===== config.mk =====
export PLATFORM = sky130hd
export DESIGN_NAME = phase_timer
export DESIGN_NICKNAME = d
export VERILOG_FILES = /design/src/design/cft_bus_pkg.sv /design/src/design/phase_timer.sv
export VERILOG_INCLUDE_DIRS = /design/src /design/src/design
export SDC_FILE = /design/constraint.sdc
export NUM_CORES = 1
export LEC_CHECK = 0
export BUFFER_PORTS_ARGS = -buffer_cell sky130_fd_sc_hd__buf_4
export CORE_AREA = 3 3 40 42
export DETAILED_ROUTE_END_ITERATION = 12
export DIE_AREA = 0 0 43 45
export GPL_TIMING_DRIVEN = 0
export PLACE_DENSITY = 0.4
export SLEW_MARGIN = 5
export SYNTH_ARGS = -nofsm -noshare
export SYNTH_HDL_FRONTEND = slang
export SYNTH_SLANG_ARGS = --single-unit

===== constraint.sdc =====
create_clock -name clk3 -period 3.6 [get_ports clk3]
set_clock_uncertainty 0.1 [all_clocks]
set_input_delay 0.54 -clock clk3 [delete_from_list [all_inputs] [get_ports clk3]]
set_output_delay 0.54 -clock clk3 [all_outputs]
set_load 0.02 [all_outputs]

===== src/design/cft_bus_config.svh =====
////////////////////////////////////////
// Bus unit sizes and wait counts. Depths must be powers of two
// because only the low address bits pick a word
////////////////////////////////////////

`ifndef CFT_BUS_CONFIG_SVH
`define CFT_BUS_CONFIG_SVH

// Bus widths
`define CFT_DATA_W    16
`define CFT_ADDR_W    16

// External device spaces
`define CFT_MEM_DEPTH 256   // Low 8 address bits
`define CFT_IO_DEPTH  16    // Low 4 address bits

// Wait states owed per cycle, by space
`define CFT_MEM_WAIT  1
`define CFT_IO_WAIT   3

`endif


===== src/design/cft_bus_pkg.sv =====
////////////////////////////////////////
// Shared types of the bus cycle unit
// Select and strobe fields are active low
////////////////////////////////////////

`include "cft_bus_config.svh"

package cft_bus_pkg;

   // Kind of bus cycle the microcode asks for
   typedef enum logic [2:0] {
      KIND_NONE   = 3'd0,
      KIND_MEM_RD = 3'd1,
      KIND_MEM_WR = 3'd2,
      KIND_IO_RD  = 3'd3,
      KIND_IO_WR  = 3'd4
   } cycle_kind_e;

   // Four clk3 phases per bus cycle
   typedef enum logic [1:0] {
      PH_T1 = 2'd0,
      PH_T2 = 2'd1,   // Stretched by wait states
      PH_T3 = 2'd2,   // Write strobe window
      PH_T4 = 2'd3    // Read data sampled at its end
   } phase_e;

   // Sequencer FSM
   typedef enum logic [1:0] {
      ST_IDLE  = 2'd0,
      ST_CYCLE = 2'd1,
      ST_DONE  = 2'd2
   } seq_state_e;

   // Request from the microcode side, 35 bits
   typedef struct packed {
      cycle_kind_e             kind;
      logic [`CFT_ADDR_W-1:0]  addr;
      logic [`CFT_DATA_W-1:0]  wdata;
   } bus_req_t;

   // Address and control bundle on the external bus
   typedef struct packed {
      logic                    nmem;   // Memory space select
      logic                    nio;    // I/O space select
      logic                    nr;     // Read flag, also buffer direction
      logic                    nwen;   // Write enable into the nw driver
      logic [`CFT_ADDR_W-1:0]  addr;
   } bus_ctl_t;

endpackage


===== src/design/phase_timer.sv =====
////////////////////////////////////////
// T1..T4 counter, parked in T1 between cycles
// T2 repeats for as long as nwaiting is low
////////////////////////////////////////

`timescale 1ns/1ps

module phase_timer (
   input  logic                 clk3,
   input  logic                 arst_n,
   input  logic                 cycle_active,
   input  logic                 nwaiting,
   output cft_bus_pkg::phase_e  phase,
   output logic                 t34,
   output logic                 wstb,
   output logic                 cycle_end
);

   cft_bus_pkg::phase_e phase_nx;

   // Next phase
   always_comb begin
      phase_nx = phase;
      case (phase)
         cft_bus_pkg::PH_T1: if (cycle_active) phase_nx = cft_bus_pkg::PH_T2;
         cft_bus_pkg::PH_T2: if (nwaiting) phase_nx = cft_bus_pkg::PH_T3;   // Hold on wait
         cft_bus_pkg::PH_T3: phase_nx = cft_bus_pkg::PH_T4;
         default:            phase_nx = cft_bus_pkg::PH_T1;   // T4 wraps
      endcase
   end

   always_ff @(posedge clk3 or negedge arst_n) begin
      if (!arst_n)
         phase <= cft_bus_pkg::PH_T1;
      else
         phase <= phase_nx;
   end

   // Second half of the cycle
   assign t34  = (phase == cft_bus_pkg::PH_T3) || (phase == cft_bus_pkg::PH_T4);
   assign wstb = (phase == cft_bus_pkg::PH_T4);        // High in T4 only
   assign cycle_end = wstb && cycle_active;            // Tells the sequencer to finish

endmodule


==> out/qor.yml <==
status:
  status: "complete, no violations"
floorplanning:
  die_w_microns: 43
  std_cell_rows: 13
  die_h_microns: 45
  pin_count: 9
  start_util_pct: 13.44
  die-area_sq_um: 1935
  coreArea_sq_um: 1285
logic_synthesis:
  ys_warn_count: 0
  synth.net_count: 23
  syn_area_per_cell_sq_um: 11.51
  syn_inst: 15
  syn_area_sq_um: 172.7
  ys_seq_elements: 2
  ys_types: 9
  synth_seq_area_share_pct: 28.99
placement:
  dp_hpwl_microns: 273.2
  numPortBuffers: 8
  place.gp.congestion: 0.7090
detailed_routing:
  drt_pass1_iterations: 1
  vias: 135
  drcViolationCount: 0
  routed_wl_microns: 332
  via_per_inst: 3.214
  detail_route.wl_per_cell_microns: 7.905
  drt_iter0_markers: 0
  ant_nets: 0
global_route:
  grt_pass1_vias: 141
  track_usage_pct: 4.750
  grt_pass1_wl_microns: 593
  grt_max_degree: 6
  antenna_found_initial: 0
  grt_overflow: 0
critical_path:
  slowest_delay_ns: 0.40
  worstPathRequired_ns: 2.96
  cp-start-kind: "flip-flop"
  critPathTopFamily: "flip-flops"
  cp-end-kind: "output pin"
  path_max_fanout: 5
  path_class: "flip-flop to output pin"
  crit_path_top_delay_cell: "dfrtp_1"
  crit_chain: "inv_1 -> ha_1 -> or2_2 -> buf_4"
  cp.arrival_ns: 1.38
  regToRegSetupSlack_ns: 2.12
  path_buf_inv: 2
layout:
  multiInputGateArea_sq_um: 111.4
  reg_top3: "phase (2)"
  antenna_cells: 0
  largest_reg_flops: 2
  fill_cells: 139
  final_util_pct: 22.10
  register_area_sq_um: 50.05
  fin_nets: 37
  syn2layout_area_growth_pct: 64.49
  largest_register: "phase"
  drive_gt1_share_pct: 59.26
sta:
  fmax_mhz: 495.4
  post-route-period-util_pct: 56.07
  tightest_slew_ns: 0.1827
  drv_slew: 0
  layout_min_cycle_time_ns: 2.019
  setup_viol: 0
  finalHoldViolCount: 0
  fin_tns_setup_ns: 0
  rsz0062_at_grt: "false"
  timing.slew.headroom_pct: 87.82
power:
  p_per_area_nw_per_um2: 990.2
  vdd_drop_max_mv: 0.3388
  leakagePower_nw: 0.1529
run:
  cap_violations: 0
hold_path:
  worstHoldPathType: "flip-flop to flip-flop"
clock_tree:
  cts_sinks: 2
  htree_num_levels: 1
  insertion_delay_ns: 0.22
  cts_tree: "yes"
  cts_root_buf: "clkbuf_4"
  cts_resized: 0
  cts_buffers: 3
  clk_path_buf_depth: 2
  clk_pin_slew_worst_paths_ns: 0.03
Yosys cell counts, drive strengths merged:
cell type | number | area share [%]
a21oi | 1 | 5.1
and2 | 1 | 3.6
dfrtp | 2 | 29
ha | 4 | 29
inv | 3 | 6.5
mux2 | 1 | 8.7
nor2b | 1 | 8.0
o32a | 1 | 6.5
or2 | 1 | 3.6
placed cells by master (no fill, tap or decap), drive strengths merged:
cell / netlist / final
dfrtp: 2 / 2
o32a: 1 / 1
inv: 3 / 3
mux2: 1 / 1
clkbuf: 0 / 3
a21oi: 1 / 1
ha: 4 / 4
nor2b: 1 / 1
dlygate4sd3: 0 / 1
buf: 0 / 8
and2: 1 / 1
or2: 1 / 1
worst paths after layout:
path,from,end,cells after the start
setup reg to reg,phase[1],phase[1],5
min in group asynchronous,arst_n,phase[0],2
hold / removal,phase[0],phase[0],1
max in group asynchronous,arst_n,phase[1],2
hold reg to reg,phase[0],phase[0],1
setup / recovery,phase[0],t34,4
per-stage QoR:
| stage | cells | setup slack, ns | cell area [sq um] | hold slack (ns) | total power [mW] |
|---|---|---|---|---|---|
| 3_3_place_gp | 38 | 1.837 | 251.5 | 0.2219 | 0.2295 |
| 3_5_place_dp | 38 | 1.804 | 251.5 | 0.2232 | 0.2335 |
| 4_1_cts | 42 | 1.563 | 284.0 | 0.5096 | 0.2863 |
| 6_report | 42 | 1.581 | 284.0 | 0.4968 | 0.2812 |
| 5_1_grt | 42 | 1.485 | 284.0 | 0.5220 | 0.3086 |
| 2_1_floorplan | 15 | 1.808 | 172.7 | 0.1444 | 0.1716 |
where the power goes:
part / leakage [nW] / internal, mW / switching [mW]
Sequential: 0.0235 / 0.0356 / 0.0169
Combinational: 0.116 / 0.0959 / 0.0844
Clock: 0.0138 / 0.0367 / 0.0117
Total: 0.153 / 0.168 / 0.113
cell type report:
class	count	share of cell area (%)
Multi-Input combinational cell	10	39.21
Timing Repair Buffer	9	24.67
Sequential cell	2	17.62
Clock buffer	3	7.930
Tap cell	15	6.608
Inverter	3	3.965
per-layer routing:
| layer | GRT usage [%] | share of wire, % | up-vias |
|---|---|---|---|
| met4 | 5.422 | 0 | 0 |
| li1 | - | - | 73 |
| met2 | 4.790 | 28 | 9 |
| met1 | 5.072 | 54 | 53 |
| met3 | 4.382 | 19 | 0 |
| met5 | 0 | 0 | - |
cell families after synthesis:
family | Yosys count | synth area share [%]
buf+inv | 3 | 6.521
mux | 1 | 8.693
fa+ha+maj | 4 | 28.99
simple gates | 3 | 15.22
compound gates | 2 | 11.59
flops | 2 | 28.99
worst register-to-register path, delay by kind of cell, from the launching register on:
kind,cells,cell delay [ns]
flops,1,0.42
mux,1,0.31
fa+ha+maj,1,0.18
compound gates,1,0.14
simple gates,1,0.13
buf+inv,1,0.09
repair_timing:
item,in CTS,in global routing
hold buffers,1,0
buffers inserted,0,0
endpoints found under the hold margin,2,0
Note: power is estimated with default switching activity, not from simulation.
