`config.mk`:
```
export PLATFORM = sky130hd
export DESIGN_NAME = databus
export DESIGN_NICKNAME = d
export VERILOG_FILES = /design/src/design/cft_bus_pkg.sv /design/src/design/databus.sv
export VERILOG_INCLUDE_DIRS = /design/src /design/src/design
export SDC_FILE = /design/constraint.sdc
export NUM_CORES = 1
export LEC_CHECK = 0
export BUFFER_PORTS_ARGS = -buffer_cell sky130_fd_sc_hd__clkbuf_2
export CAP_MARGIN = 30
export CORE_ASPECT_RATIO = 1.4
export CORE_UTILIZATION = 30
export CTS_CLUSTER_DIAMETER = 200
export DETAILED_ROUTE_END_ITERATION = 7
export PLACE_DENSITY = 0.88
export SKIP_CTS_REPAIR_TIMING = 1
export SKIP_LAST_GASP = 1
export SLEW_MARGIN = 20
export SYNTH_ARGS = -nofsm -noshare
export SYNTH_HDL_FRONTEND = slang
export SYNTH_SLANG_ARGS = --single-unit
```
`constraint.sdc`:
```
create_clock -name clk3 -period 2 [get_ports clk3]
set_input_delay 0.1 -clock clk3 [delete_from_list [all_inputs] [get_ports clk3]]
set_output_delay 0.1 -clock clk3 [all_outputs]
set_load 0.03 [all_outputs]
```
`src/design/cft_bus_config.svh`:
```
////////////////////////////////////////
// Bus unit sizes and wait counts. Depths must be powers of two
// because only the low address bits pick a word
////////////////////////////////////////

`ifndef CFT_BUS_CONFIG_SVH
`define CFT_BUS_CONFIG_SVH

// Bus widths
`define CFT_DATA_W    16
`define CFT_ADDR_W    16

// External device spaces
`define CFT_MEM_DEPTH 256   // Low 8 address bits
`define CFT_IO_DEPTH  16    // Low 4 address bits

// Wait states owed per cycle, by space
`define CFT_MEM_WAIT  1
`define CFT_IO_WAIT   3

`endif

```
`src/design/cft_bus_pkg.sv`:
```
////////////////////////////////////////
// Shared types of the bus cycle unit
// Select and strobe fields are active low
////////////////////////////////////////

`include "cft_bus_config.svh"

package cft_bus_pkg;

   // Kind of bus cycle the microcode asks for
   typedef enum logic [2:0] {
      KIND_NONE   = 3'd0,
      KIND_MEM_RD = 3'd1,
      KIND_MEM_WR = 3'd2,
      KIND_IO_RD  = 3'd3,
      KIND_IO_WR  = 3'd4
   } cycle_kind_e;

   // Four clk3 phases per bus cycle
   typedef enum logic [1:0] {
      PH_T1 = 2'd0,
      PH_T2 = 2'd1,   // Stretched by wait states
      PH_T3 = 2'd2,   // Write strobe window
      PH_T4 = 2'd3    // Read data sampled at its end
   } phase_e;

   // Sequencer FSM
   typedef enum logic [1:0] {
      ST_IDLE  = 2'd0,
      ST_CYCLE = 2'd1,
      ST_DONE  = 2'd2
   } seq_state_e;

   // Request from the microcode side, 35 bits
   typedef struct packed {
      cycle_kind_e             kind;
      logic [`CFT_ADDR_W-1:0]  addr;
      logic [`CFT_DATA_W-1:0]  wdata;
   } bus_req_t;

   // Address and control bundle on the external bus
   typedef struct packed {
      logic                    nmem;   // Memory space select
      logic                    nio;    // I/O space select
      logic                    nr;     // Read flag, also buffer direction
      logic                    nwen;   // Write enable into the nw driver
      logic [`CFT_ADDR_W-1:0]  addr;
   } bus_ctl_t;

endpackage

```
`src/design/databus.sv`:
```
////////////////////////////////////////
// Bus glue with split read and write data paths
// nw is held high, not floated, while halted
////////////////////////////////////////

`timescale 1ns/1ps
`include "cft_bus_config.svh"

module databus (
   input  logic                    clk3,
   input  logic                    arst_n,
   input  logic                    nhalt,
   input  logic                    t34,
   input  logic                    wstb,
   input  cft_bus_pkg::bus_ctl_t   ctl,
   input  logic                    nws,        // From the device, low to wait
   input  logic [`CFT_DATA_W-1:0]  wdata,
   input  logic [`CFT_DATA_W-1:0]  db_in,
   output logic                    nw,
   output logic                    busen,
   output logic                    nwaiting,
   output logic [`CFT_DATA_W-1:0]  db_out,
   output logic [`CFT_DATA_W-1:0]  rdata
);

   logic nws_in_t34;   // Wait request seen in T1/T2 only
   logic t3;
   logic rd_sel;

   ////////////////////////////////////////
   // Wait state flip-flop
   ////////////////////////////////////////

   // Requests in T3/T4 are too late and ignored
   assign nws_in_t34 = nws | t34;

   always_ff @(posedge clk3 or negedge arst_n) begin
      if (!arst_n)
         nwaiting <= 1'b1;
      else
         nwaiting <= nws_in_t34;   // Set low, clears once nws goes high
   end

   ////////////////////////////////////////
   // nw driver and buffer gating
   ////////////////////////////////////////
   assign t3 = t34 && !wstb;

   // Low only in T3 of a write, not waiting, not halted
   assign nw = !(nhalt && nwaiting && !ctl.nwen && t3);

   // Buffers open on any select once waits are over
   assign busen  = nwaiting && !(ctl.nmem && ctl.nio);
   assign rd_sel = busen && !ctl.nr;

   // Write path, nr high means CPU drives the bus
   assign db_out = (busen && ctl.nr) ? wdata : '0;

   // Read data captured at the edge that ends T4
   always_ff @(posedge clk3) begin
      if (wstb && rd_sel)
         rdata <= db_in;
   end

endmodule

```
==> results.txt <==
The shortest clock period the worst path allows after layout is approximately 1.7 ns. The flow ran to the end, and the final reports show no timing, DRC or antenna violations. STA classifies the critical path startpoint as a register.

On the worst path, the slowest cell contributes a delay of 0.56 ns. The flop-to-flop setup slack is 0.51 ns. The post-layout total power is 767 uW. The count of pins over their slew limit came out at 0.

The total CTS buffers came out at 3. The cell family contributing the most delay on the critical path is flip-flops. In this run the critical register-to-register path is captured at rdata[4]. Setup repair after global routing left no endpoint under its margin. The initial antenna violation count came to 0. The data required time of the worst path came out at 1.90 ns.

The detailed router finished its first iteration with 9 violations. The count of standard-cell rows is 20. The count of unresolved DRC violations after routing is 0. The worst hold path class is primary input to register. The critical path crosses 4 cells after its start point. The startpoint identified for the worst register-to-register timing path is nwaiting.

The first-pass GRT wire length is 2140 um. The H-tree level count came out at 1. The cell area that synthesis handed to floorplanning was 676 um^2. Tracing the worst setup path back leads to its startpoint at nwaiting. Of the available clock period, the critical path in the final layout requires 84.3%.

In this run the power density over the cells is 598 nW/um^2. Leaving out filler cells and counting taps, the final layout contains 159. The number of synthesis warnings is 0.

The total of buffers placed on input and output ports came out at 76. Compared with the post-synthesis result, the final layout area differs by 89.8%. By area the synthesized netlist is led by sky130_fd_sc_hd__edfxtp_1, sky130_fd_sc_hd__and3_1, sky130_fd_sc_hd__and3_2, sky130_fd_sc_hd__dfstp_2, sky130_fd_sc_hd__a21boi_4. The remaining global-route overflow came out at 0. The register bit count reported by yosys came out at 17. The worst-case IR drop observed on VDD is around 0.34 mV. The final HPWL from detailed placement came out at between 1000 and 1500 um. The sequential fraction of design power came out at 53.3%.

The actual transition at the worst max-transition pin is 0.352 ns. The cell type of the slowest stage on the worst timing path is sky130_fd_sc_hd__dfstp_2. During I/O placement, the number of pins put on the boundary was 93. The signal on the critical path passes through a21boi_4, buf_4, and3_2, clkbuf_2. The number of distinct library cells after synthesis came out at 11.

The normalized max-slew margin came out at 76.6%. The post-route netlist has between 60% and 70% of its cells at a drive strength greater than 1. The number of iterations in the first detailed-routing pass is 4. The switching power share of the total is 26.1%.

The total wire length after detailed routing is 1750 um. The via count is 719. The routability congestion estimate came out at 0.702. The clock sink count came out at 17. In the routed layout, each cell is associated on average with a via count of 4.52. The floorplan step set the die width to 42.1 um.

The number of hold violations in the final report came out at 0. The register clock-pin slew on the reported worst setup and hold paths came out at around 0.090 ns. TritonCTS built the clock tree.

The arrival time of the worst setup path came out at 1.59 ns. The sequential area share after synthesis came out at roughly three quarters. The maximum net fanout on the critical path came out at 17.

The timing-limited maximum frequency is approximately 590 MHz. The last element of the critical path is db_out[1]. The global-route usage over all layers is 11.7%. Measured in cells, the most critical reg-to-reg path has a length of 2. The switching power is 200 uW. The number of cells in the design after placement is 137.

After synthesis, the largest area contributor takes up between 70 and 80% of total cell area. The cell taking the most area after synthesis is sky130_fd_sc_hd__edfxtp_1. The floorplan die area came out at between 2000 and 2500 um^2. The internal power of the cells totals 567 uW.

Setup violations remaining at the end of the flow were counted as 0. The largest net degree at the start of global routing is 18. The starting density of the core came out at 31.4%. The final worst clock skew came out at 0.00222 ns. The finished layout cell area came out at around 1300 um^2. The total negative setup slack came out at 0 ns. Per report_power, the combinational group accounts for 24.7% of the total. Once detail routing completed, the nets flagged for antenna violations numbered 0.

The die extent in y is 58.2 um. The placement-stage cell area is 1080 um^2. The setup path with the least slack is of type register to primary output. The via count of the first global-routing pass came out at 534. The deepest clock path buffer count came out at 2.

At the end of the flow, the number of nets in the layout was 196. The cell sitting at the root of the clock tree is a sky130_fd_sc_hd__clkbuf_4. The post-synthesis instance total came out at 40. The fill cell instance count of the final layout is approximately 170. The number of nets produced by synthesis came out at 98.

The leakage power of the design came out at 0.682 nW. The post-synthesis area per instance came out at about 17 um^2. The latest clock arrival within the worst-skew pair is around 0.27 ns. On the final layout, the worst hold slack is just under 0.04 ns. The critical path contains buffers and inverters numbering 2 combined.

The placeable core region came out at 2150 um^2. The number of antenna repair diodes is 0. The portion of total power attributed to the clock network came out at 22.1%. The worst setup path is captured at a primary output. The average wire length per cell after detail routing came out at 11.0 um. The number of max-capacitance violations reported is 0.
[metal layers]
| layer | routed length [um] | GRT usage (%) | vias to the layer above |
|---|---|---|---|
| li1 | - | - | 348 |
| met1 | 551 | 10.0 | 306 |
| met2 | 962 | 22.3 | 63 |
| met3 | 225 | 4.36 | 2 |
| met5 | 0 | 0 | - |
| met4 | 11 | 6.70 | 0 |
[cell families after synthesis]
| group | synth area share, % |
|---|---|
| flip-flops | 75.0 |
| AND/OR/NAND/NOR | 20.0 |
| AO/OA/AOI/OAI | 2.78 |
| buffers and inverters | 2.22 |
[worst min path at each step]
stage	cells past startpoint	start	slack, ns	to
floorplan	0	arst_n	-0.05	nwaiting
global placement	1	arst_n	0.03	nwaiting
detailed placement	1	arst_n	0.04	nwaiting
CTS	1	arst_n	-0.27	nwaiting
global route	2	t34	0.02	nwaiting
finish	2	t34	0.04	nwaiting
[placed cells by master (no fill, tap or decap)]
master / count
sky130_fd_sc_hd__edfxtp_1: 16
sky130_fd_sc_hd__a21boi_4: 1
sky130_fd_sc_hd__and3_1: 9
sky130_fd_sc_hd__clkbuf_2: 76
sky130_fd_sc_hd__and3b_2: 1
sky130_fd_sc_hd__dlygate4sd3_1: 18
sky130_fd_sc_hd__or2_2: 1
sky130_fd_sc_hd__clkbuf_4: 3
sky130_fd_sc_hd__and3_2: 7
sky130_fd_sc_hd__nor2_1: 1
sky130_fd_sc_hd__dfstp_2: 1
sky130_fd_sc_hd__clkbuf_1: 1
sky130_fd_sc_hd__buf_4: 1
sky130_fd_sc_hd__nand4_1: 1
[Yosys cell counts]
cell / count
sky130_fd_sc_hd__and3b_2: 1
sky130_fd_sc_hd__and3_1: 9
sky130_fd_sc_hd__nor2_1: 1
sky130_fd_sc_hd__or2_2: 1
sky130_fd_sc_hd__a21boi_4: 1
sky130_fd_sc_hd__clkbuf_1: 1
sky130_fd_sc_hd__nand4_1: 1
sky130_fd_sc_hd__edfxtp_1: 16
sky130_fd_sc_hd__and3_2: 7
sky130_fd_sc_hd__dfstp_2: 1
sky130_fd_sc_hd__buf_6: 1
[power groups by stage]
stage / clock network [mW] / logic (mW) / registers, mW
floorplan: 0 / 0.0687 / 0.441
CTS: 0.178 / 0.163 / 0.408
global placement: 0 / 0.159 / 0.416
finish: 0.169 / 0.189 / 0.408
global route: 0.192 / 0.202 / 0.410
detailed placement: 0 / 0.162 / 0.417
[worst register-to-register path: stages, from the launching register on]
cell                       delay (ns)
sky130_fd_sc_hd__dfstp_2         0.56
sky130_fd_sc_hd__a21boi_4        0.17
sky130_fd_sc_hd__and3b_2         0.43
[final cells by class]
cell class,instances,area [um^2],share of cell area (%)
repair buffers,95,568,44.3
clock buffers,4,26.3,2.05
multi-input cells,21,154,12.0
well taps,22,27.5,2.15
flip-flops and latches,17,507,39.5
[sequential cells by signal, indices dropped and copies added (netlist names)]
signal and count:
nwaiting 1, rdata 16
[through the flow]
step / utilization, % / worst slack (ns)
2_1_floorplan: - / 0.410
3_3_place_gp: 50.0 / 0.541
3_5_place_dp: 50.0 / 0.505
4_1_cts: 51.2 / 0.300
5_1_grt: 59.6 / 0.226
6_report: 59.6 / 0.314
No activity file was read; power rests on OpenSTA's default activity.
