**src/design/cft_bus_config.svh**
```systemverilog
////////////////////////////////////////
// Bus unit sizes and wait counts. Depths must be powers of two
// because only the low address bits pick a word
////////////////////////////////////////

`ifndef CFT_BUS_CONFIG_SVH
`define CFT_BUS_CONFIG_SVH

// Bus widths
`define CFT_DATA_W    16
`define CFT_ADDR_W    16

// External device spaces
`define CFT_MEM_DEPTH 256   // Low 8 address bits
`define CFT_IO_DEPTH  16    // Low 4 address bits

// Wait states owed per cycle, by space
`define CFT_MEM_WAIT  1
`define CFT_IO_WAIT   3

`endif

```
**src/design/cft_bus_pkg.sv**
```systemverilog
////////////////////////////////////////
// Shared types of the bus cycle unit
// Select and strobe fields are active low
////////////////////////////////////////

`include "cft_bus_config.svh"

package cft_bus_pkg;

   // Kind of bus cycle the microcode asks for
   typedef enum logic [2:0] {
      KIND_NONE   = 3'd0,
      KIND_MEM_RD = 3'd1,
      KIND_MEM_WR = 3'd2,
      KIND_IO_RD  = 3'd3,
      KIND_IO_WR  = 3'd4
   } cycle_kind_e;

   // Four clk3 phases per bus cycle
   typedef enum logic [1:0] {
      PH_T1 = 2'd0,
      PH_T2 = 2'd1,   // Stretched by wait states
      PH_T3 = 2'd2,   // Write strobe window
      PH_T4 = 2'd3    // Read data sampled at its end
   } phase_e;

   // Sequencer FSM
   typedef enum logic [1:0] {
      ST_IDLE  = 2'd0,
      ST_CYCLE = 2'd1,
      ST_DONE  = 2'd2
   } seq_state_e;

   // Request from the microcode side, 35 bits
   typedef struct packed {
      cycle_kind_e             kind;
      logic [`CFT_ADDR_W-1:0]  addr;
      logic [`CFT_DATA_W-1:0]  wdata;
   } bus_req_t;

   // Address and control bundle on the external bus
   typedef struct packed {
      logic                    nmem;   // Memory space select
      logic                    nio;    // I/O space select
      logic                    nr;     // Read flag, also buffer direction
      logic                    nwen;   // Write enable into the nw driver
      logic [`CFT_ADDR_W-1:0]  addr;
   } bus_ctl_t;

endpackage

```
**src/design/cycle_sequencer.sv**
```systemverilog
////////////////////////////////////////
// Takes one request strobe at a time. Strobes while busy,
// halted, or of KIND_NONE are dropped without notice
////////////////////////////////////////

`timescale 1ns/1ps
`include "cft_bus_config.svh"

module cycle_sequencer (
   input  logic                    clk3,
   input  logic                    arst_n,
   input  logic                    nhalt,
   input  logic                    req_strobe,
   input  cft_bus_pkg::bus_req_t   req,
   input  cft_bus_pkg::phase_e     phase,
   input  logic                    cycle_end,     // T4 of the running cycle
   input  logic                    nwaiting,
   output cft_bus_pkg::bus_ctl_t   ctl,
   output logic [`CFT_DATA_W-1:0]  wdata,
   output logic                    cycle_active,
   output logic                    busy,
   output logic                    rd_done,
   output logic                    wr_done
);

   cft_bus_pkg::seq_state_e  state;
   cft_bus_pkg::cycle_kind_e kind_q;
   logic                     nmem_q;
   logic                     nio_q;
   logic                     nr_q;
   logic                     nwen;
   logic [`CFT_ADDR_W-1:0]   addr_q;
   logic                     accept;
   logic                     is_read;
   logic                     is_write;

   // Acceptance gate
   assign accept = req_strobe && nhalt && (state == cft_bus_pkg::ST_IDLE) &&
                   (req.kind != cft_bus_pkg::KIND_NONE);

   assign is_read  = kind_q inside {cft_bus_pkg::KIND_MEM_RD, cft_bus_pkg::KIND_IO_RD};
   assign is_write = kind_q inside {cft_bus_pkg::KIND_MEM_WR, cft_bus_pkg::KIND_IO_WR};

   ////////////////////////////////////////
   // FSM and decoded selects
   ////////////////////////////////////////
   always_ff @(posedge clk3 or negedge arst_n) begin
      if (!arst_n) begin
         state  <= cft_bus_pkg::ST_IDLE;
         kind_q <= cft_bus_pkg::KIND_NONE;
         nmem_q <= 1'b1;
         nio_q  <= 1'b1;
         nr_q   <= 1'b1;
      end else begin
         case (state)
            cft_bus_pkg::ST_IDLE: if (accept) begin
               state  <= cft_bus_pkg::ST_CYCLE;
               kind_q <= req.kind;
               nmem_q <= !(req.kind inside {cft_bus_pkg::KIND_MEM_RD, cft_bus_pkg::KIND_MEM_WR});
               nio_q  <= !(req.kind inside {cft_bus_pkg::KIND_IO_RD, cft_bus_pkg::KIND_IO_WR});
               nr_q   <= !(req.kind inside {cft_bus_pkg::KIND_MEM_RD, cft_bus_pkg::KIND_IO_RD});
            end
            cft_bus_pkg::ST_CYCLE: if (cycle_end) begin
               state  <= cft_bus_pkg::ST_DONE;   // Release the bus after T4
               nmem_q <= 1'b1;
               nio_q  <= 1'b1;
               nr_q   <= 1'b1;
            end
            default: state <= cft_bus_pkg::ST_IDLE;   // ST_DONE lasts one cycle
         endcase
      end
   end

   // Address and write data, loaded on accept only
   always_ff @(posedge clk3) begin
      if (accept) begin
         addr_q <= req.addr;
         wdata  <= req.wdata;
      end
   end

   // Write enable only in T3 once the device stops waiting
   assign nwen = !(is_write && (state == cft_bus_pkg::ST_CYCLE) &&
                   (phase == cft_bus_pkg::PH_T3) && nwaiting);

   assign ctl = '{nmem: nmem_q, nio: nio_q, nr: nr_q, nwen: nwen, addr: addr_q};

   assign cycle_active = (state == cft_bus_pkg::ST_CYCLE);
   assign busy         = (state != cft_bus_pkg::ST_IDLE);   // Drops after the done cycle
   assign rd_done      = (state == cft_bus_pkg::ST_DONE) && is_read;
   assign wr_done      = (state == cft_bus_pkg::ST_DONE) && is_write;

endmodule

```
**config.mk**
```make
export PLATFORM = sky130hd
export DESIGN_NAME = cycle_sequencer
export DESIGN_NICKNAME = d
export VERILOG_FILES = /design/src/design/cft_bus_pkg.sv /design/src/design/cycle_sequencer.sv
export VERILOG_INCLUDE_DIRS = /design/src /design/src/design
export SDC_FILE = /design/constraint.sdc
export NUM_CORES = 1
export LEC_CHECK = 0
export BUFFER_PORTS_ARGS = -buffer_cell sky130_fd_sc_hd__buf_4
export CORE_MARGIN = 2
export CORE_UTILIZATION = 45
export DETAILED_ROUTE_END_ITERATION = 8
export GPL_TIMING_DRIVEN = 0
export PLACE_DENSITY = 0.89
export SLEW_MARGIN = 20
export SYNTH_ARGS = -nofsm -noshare
export SYNTH_HDL_FRONTEND = slang
export SYNTH_SLANG_ARGS = --single-unit
```
**constraint.sdc**
```tcl
create_clock -name clk3 -period 5.5 [get_ports clk3]
set_input_delay 0.825 -clock clk3 [delete_from_list [all_inputs] [get_ports clk3]]
set_output_delay 0.825 -clock clk3 [all_outputs]
set_load 0.02 [all_outputs]
```
==> run summary <==
post-synthesis average cell area: 18.7 um^2
Residual DRC: 0
Setup violations, final: 0
switching part of the total power: 22.4%
Setup Skew: 0.00347 ns
Final Slew Violations: 0
Overflow after GRT: 0
area grow syn2layout: 56.6%
Synth Area in Adders: 0%
DR iter-0 viols: 32
total power: 0.731 mW
GR Util met3: 7.36%
Post-synth EDFFs: 32
Row Count: 20
final net count: 208
RSZ-0062 raised after global routing: no
Synth Instances: 75
I/O pins: 83
remaining antenna violation count: 0
DRT Pass-1 Iters: 4
total CTS buffers: 5
cell area after synthesis: 0.00140 mm^2
CTS Sinks: 40
largest family of logic cells by synthesized area: simple AND/OR/NAND/NOR gates
multiplexer share of the synthesized area: 0%
met2 Use GR: 32.6%
CORE AREA: 0.00300 mm^2
pin count of the biggest net entering global routing: 20
syn nets: 118
vias in the first global route: 974
Crit Path Class: reg -> out
WL per Instance: 15.9 um
met1 usage: 18.8%
Total Negative Setup Slacks: 0 ns
Worst path most repeated cell: buf_4
fin crit period: 2.61 ns
clock slew at reported path FFs: 0.11 ns
CTS tree: built
dpl hpwl: 2.54 mm
Startpoint Class: flop
post_cts resized: 0
clk_lat worst skew: 0.33 ns
status: finished clean
min setup slack post-route: 2.89 ns
Flop pwr share: 51.2%
register area share after synthesis: 83.1%
synth warn: 0
Die Wd: 59.8 um
synth top area cells: edfxtp_1 (69%), dfrtp_1 (8.9%), dfstp_2 (5.6%)
Die Area: 0.00358 mm^2
end-of-flow core utilization: 73.1%
placed insts: 191
clock power share: 30.8%
Initial Utilization: 46.7%
Routed WL: 3.15 mm
ys flop type: edfxtp_1
Tightest Hold Check Type: in -> async
hold_ws: 0.286 ns
post-synthesis sequential element count: 40
fmax: 0.383 GHz
Slew @ Worst Pin: 0.558 ns
Final Cycle Share: 47.4%
Worst Path Max Fanout: 7
Synth Area in Compound Gates: 6.52%
CTS Hold Bufs: 0
initial antenna violation count: 0
GR peak layer: met2
Fin. Hold Viols: 0
design area: 0.00219 mm^2
DP Area: 0.00210 mm^2
layout cell share with drive strength beyond 1: 62.4%
Distinct cells, synth: 23
async set-reset flop share out of synthesis: 20.0%
clock tree buffer depth: 2
Slowest-stage cell, CP: dfrtp_1
Total GRT Usage: 18.1%
Leak Pwr: 0.947 nW
Cell Count, Final, Fillers Out: 198
IO buf count: 82
critical path required time: 4.68 ns
maximum VDD drop: 0.201 mV
crit-path max cell delay: 0.45 ns
Cell Chain, Critical Path: and2b_2, nand3_1, or4_1, buf_4, buf_4
CP arrival: 1.78 ns
chip height: 59.8 um
Internal Dissipation: 0.568 mW
Max-Slew Margin vs Limit: 62.7%
critical path endpoint category: primary output
power share of the combinational group: 18.0%
via count: 1,015
cell area power density: 333 mW/mm^2
XOR/XNOR share of the synthesized area: 0.625%
worst slack, placed: 2.96 ns
CTS H-Tree Depth: 2
first-pass GRT wire length: 4.49 mm
placer congestion estimate: 0.754
area share of the largest cell type after synthesis: 68.6%
post-synth top area cell: edfxtp_1
CTS root buf: clkbuf_4
routed vias/inst: 5.13
Antenna Cells: 0
switching pwr: 0.164 mW
Setup Fix Bufs, Post-CTS: 0
Synth Area in Simple Gates: 7.05%
max cap viols: 0
-- cell usage after synthesis (2+ instances only) --
| library cell | count |
|---|---|
| o21ai_0 | 6 |
| o22ai_1 | 2 |
| inv_1 | 2 |
| a21oi_1 | 2 |
| dfrtp_1 | 5 |
| or2_2 | 2 |
| edfxtp_1 | 32 |
| and4bb_2 | 2 |
| nand2_1 | 2 |
| a22o_1 | 2 |
| buf_4 | 4 |
| dfstp_2 | 3 |
-- power groups by stage --
stage          combinational (mW)  clock [mW]  sequential (mW)
6_report                    0.132       0.225            0.375
5_1_grt                     0.141       0.244            0.377
4_1_cts                     0.133       0.232            0.375
3_5_place_dp                0.133           0            0.381
3_3_place_gp                0.124           0            0.381
2_1_floorplan              0.0504           0            0.393
-- layout by cell type (no fill, tap or decap), drive strengths merged --
| master | netlist | final |
|---|---|---|
| inv | 2 | 2 |
| bufinv | 0 | 2 |
| nor4b | 1 | 1 |
| o22ai | 2 | 2 |
| or4 | 1 | 1 |
| and3b | 1 | 1 |
| a21o | 1 | 1 |
| xnor2 | 1 | 1 |
| a21oi | 2 | 2 |
| clkbuf | 0 | 5 |
| nand4bb | 1 | 1 |
| or2 | 2 | 2 |
| nand3 | 1 | 1 |
| a31oi | 1 | 1 |
| o21ai | 6 | 6 |
| dfrtp | 5 | 5 |
| and4bb | 2 | 2 |
| dfstp | 3 | 3 |
| edfxtp | 32 | 32 |
| and2b | 1 | 1 |
| a211oi | 1 | 1 |
| a22o | 2 | 2 |
| buf | 4 | 87 |
| nor2 | 1 | 1 |
| nand2 | 2 | 2 |
-- cell type report --
cell class / instances / area (um^2)
clock inverter: 2 / 60.1
multi-input combinational: 29 / 210
fill: 201 / 808
buffer: 4 / 30.0
tap: 33 / 41.3
sequential: 40 / 1160
inverter: 2 / 7.51
timing repair buffer: 83 / 643
clock buffer: 5 / 37.5
-- critical path, delay by kind of cell, from the launching register on --
kind                   cells  cell delay, ns
and+or+nand+nor            3            0.72
DFF                        1            0.45
buffers and inverters      2            0.28
-- cell families (layout without fill, tap and decap cells) --
| group | after synthesis | after routing |
|---|---|---|
| AOI/OAI and AO/OA | 15 | 15 |
| xor gates and xnor gates | 1 | 1 |
| buffers and inverters | 6 | 96 |
| DFF | 40 | 40 |
| and+or+nand+nor | 13 | 13 |
-- registers in the layout, indices dropped and copies added (netlist names) --
| signal | cells |
|---|---|
| addr_q | 16 |
| wdata | 16 |
| kind_q | 3 |
| state | 2 |
| nio_q | 1 |
| nmem_q | 1 |
| nr_q | 1 |
-- metal layers --
| layer | routed length (um) | up-vias |
|---|---|---|
| li1 | - | 465 |
| met1 | 1120 | 481 |
| met2 | 1630 | 66 |
| met3 | 361 | 3 |
| met4 | 30 | 0 |
| met5 | 0 | - |
-- final timing paths --
path / from / end / slack (ns) / cells after the start
min: arst_n / kind_q[2] / 0.29 / 1
min in group clk3: kind_q[1] / kind_q[1] / 0.54 / 1
max in group asynchronous: arst_n / nio_q / 5.00 / 1
max reg2reg: state[0] / wdata[8] / 3.59 / 3
min reg2reg: kind_q[1] / kind_q[1] / 0.54 / 1
max: state[1] / ctl[16] / 2.89 / 5
Power figures use the tool's default switching activity.
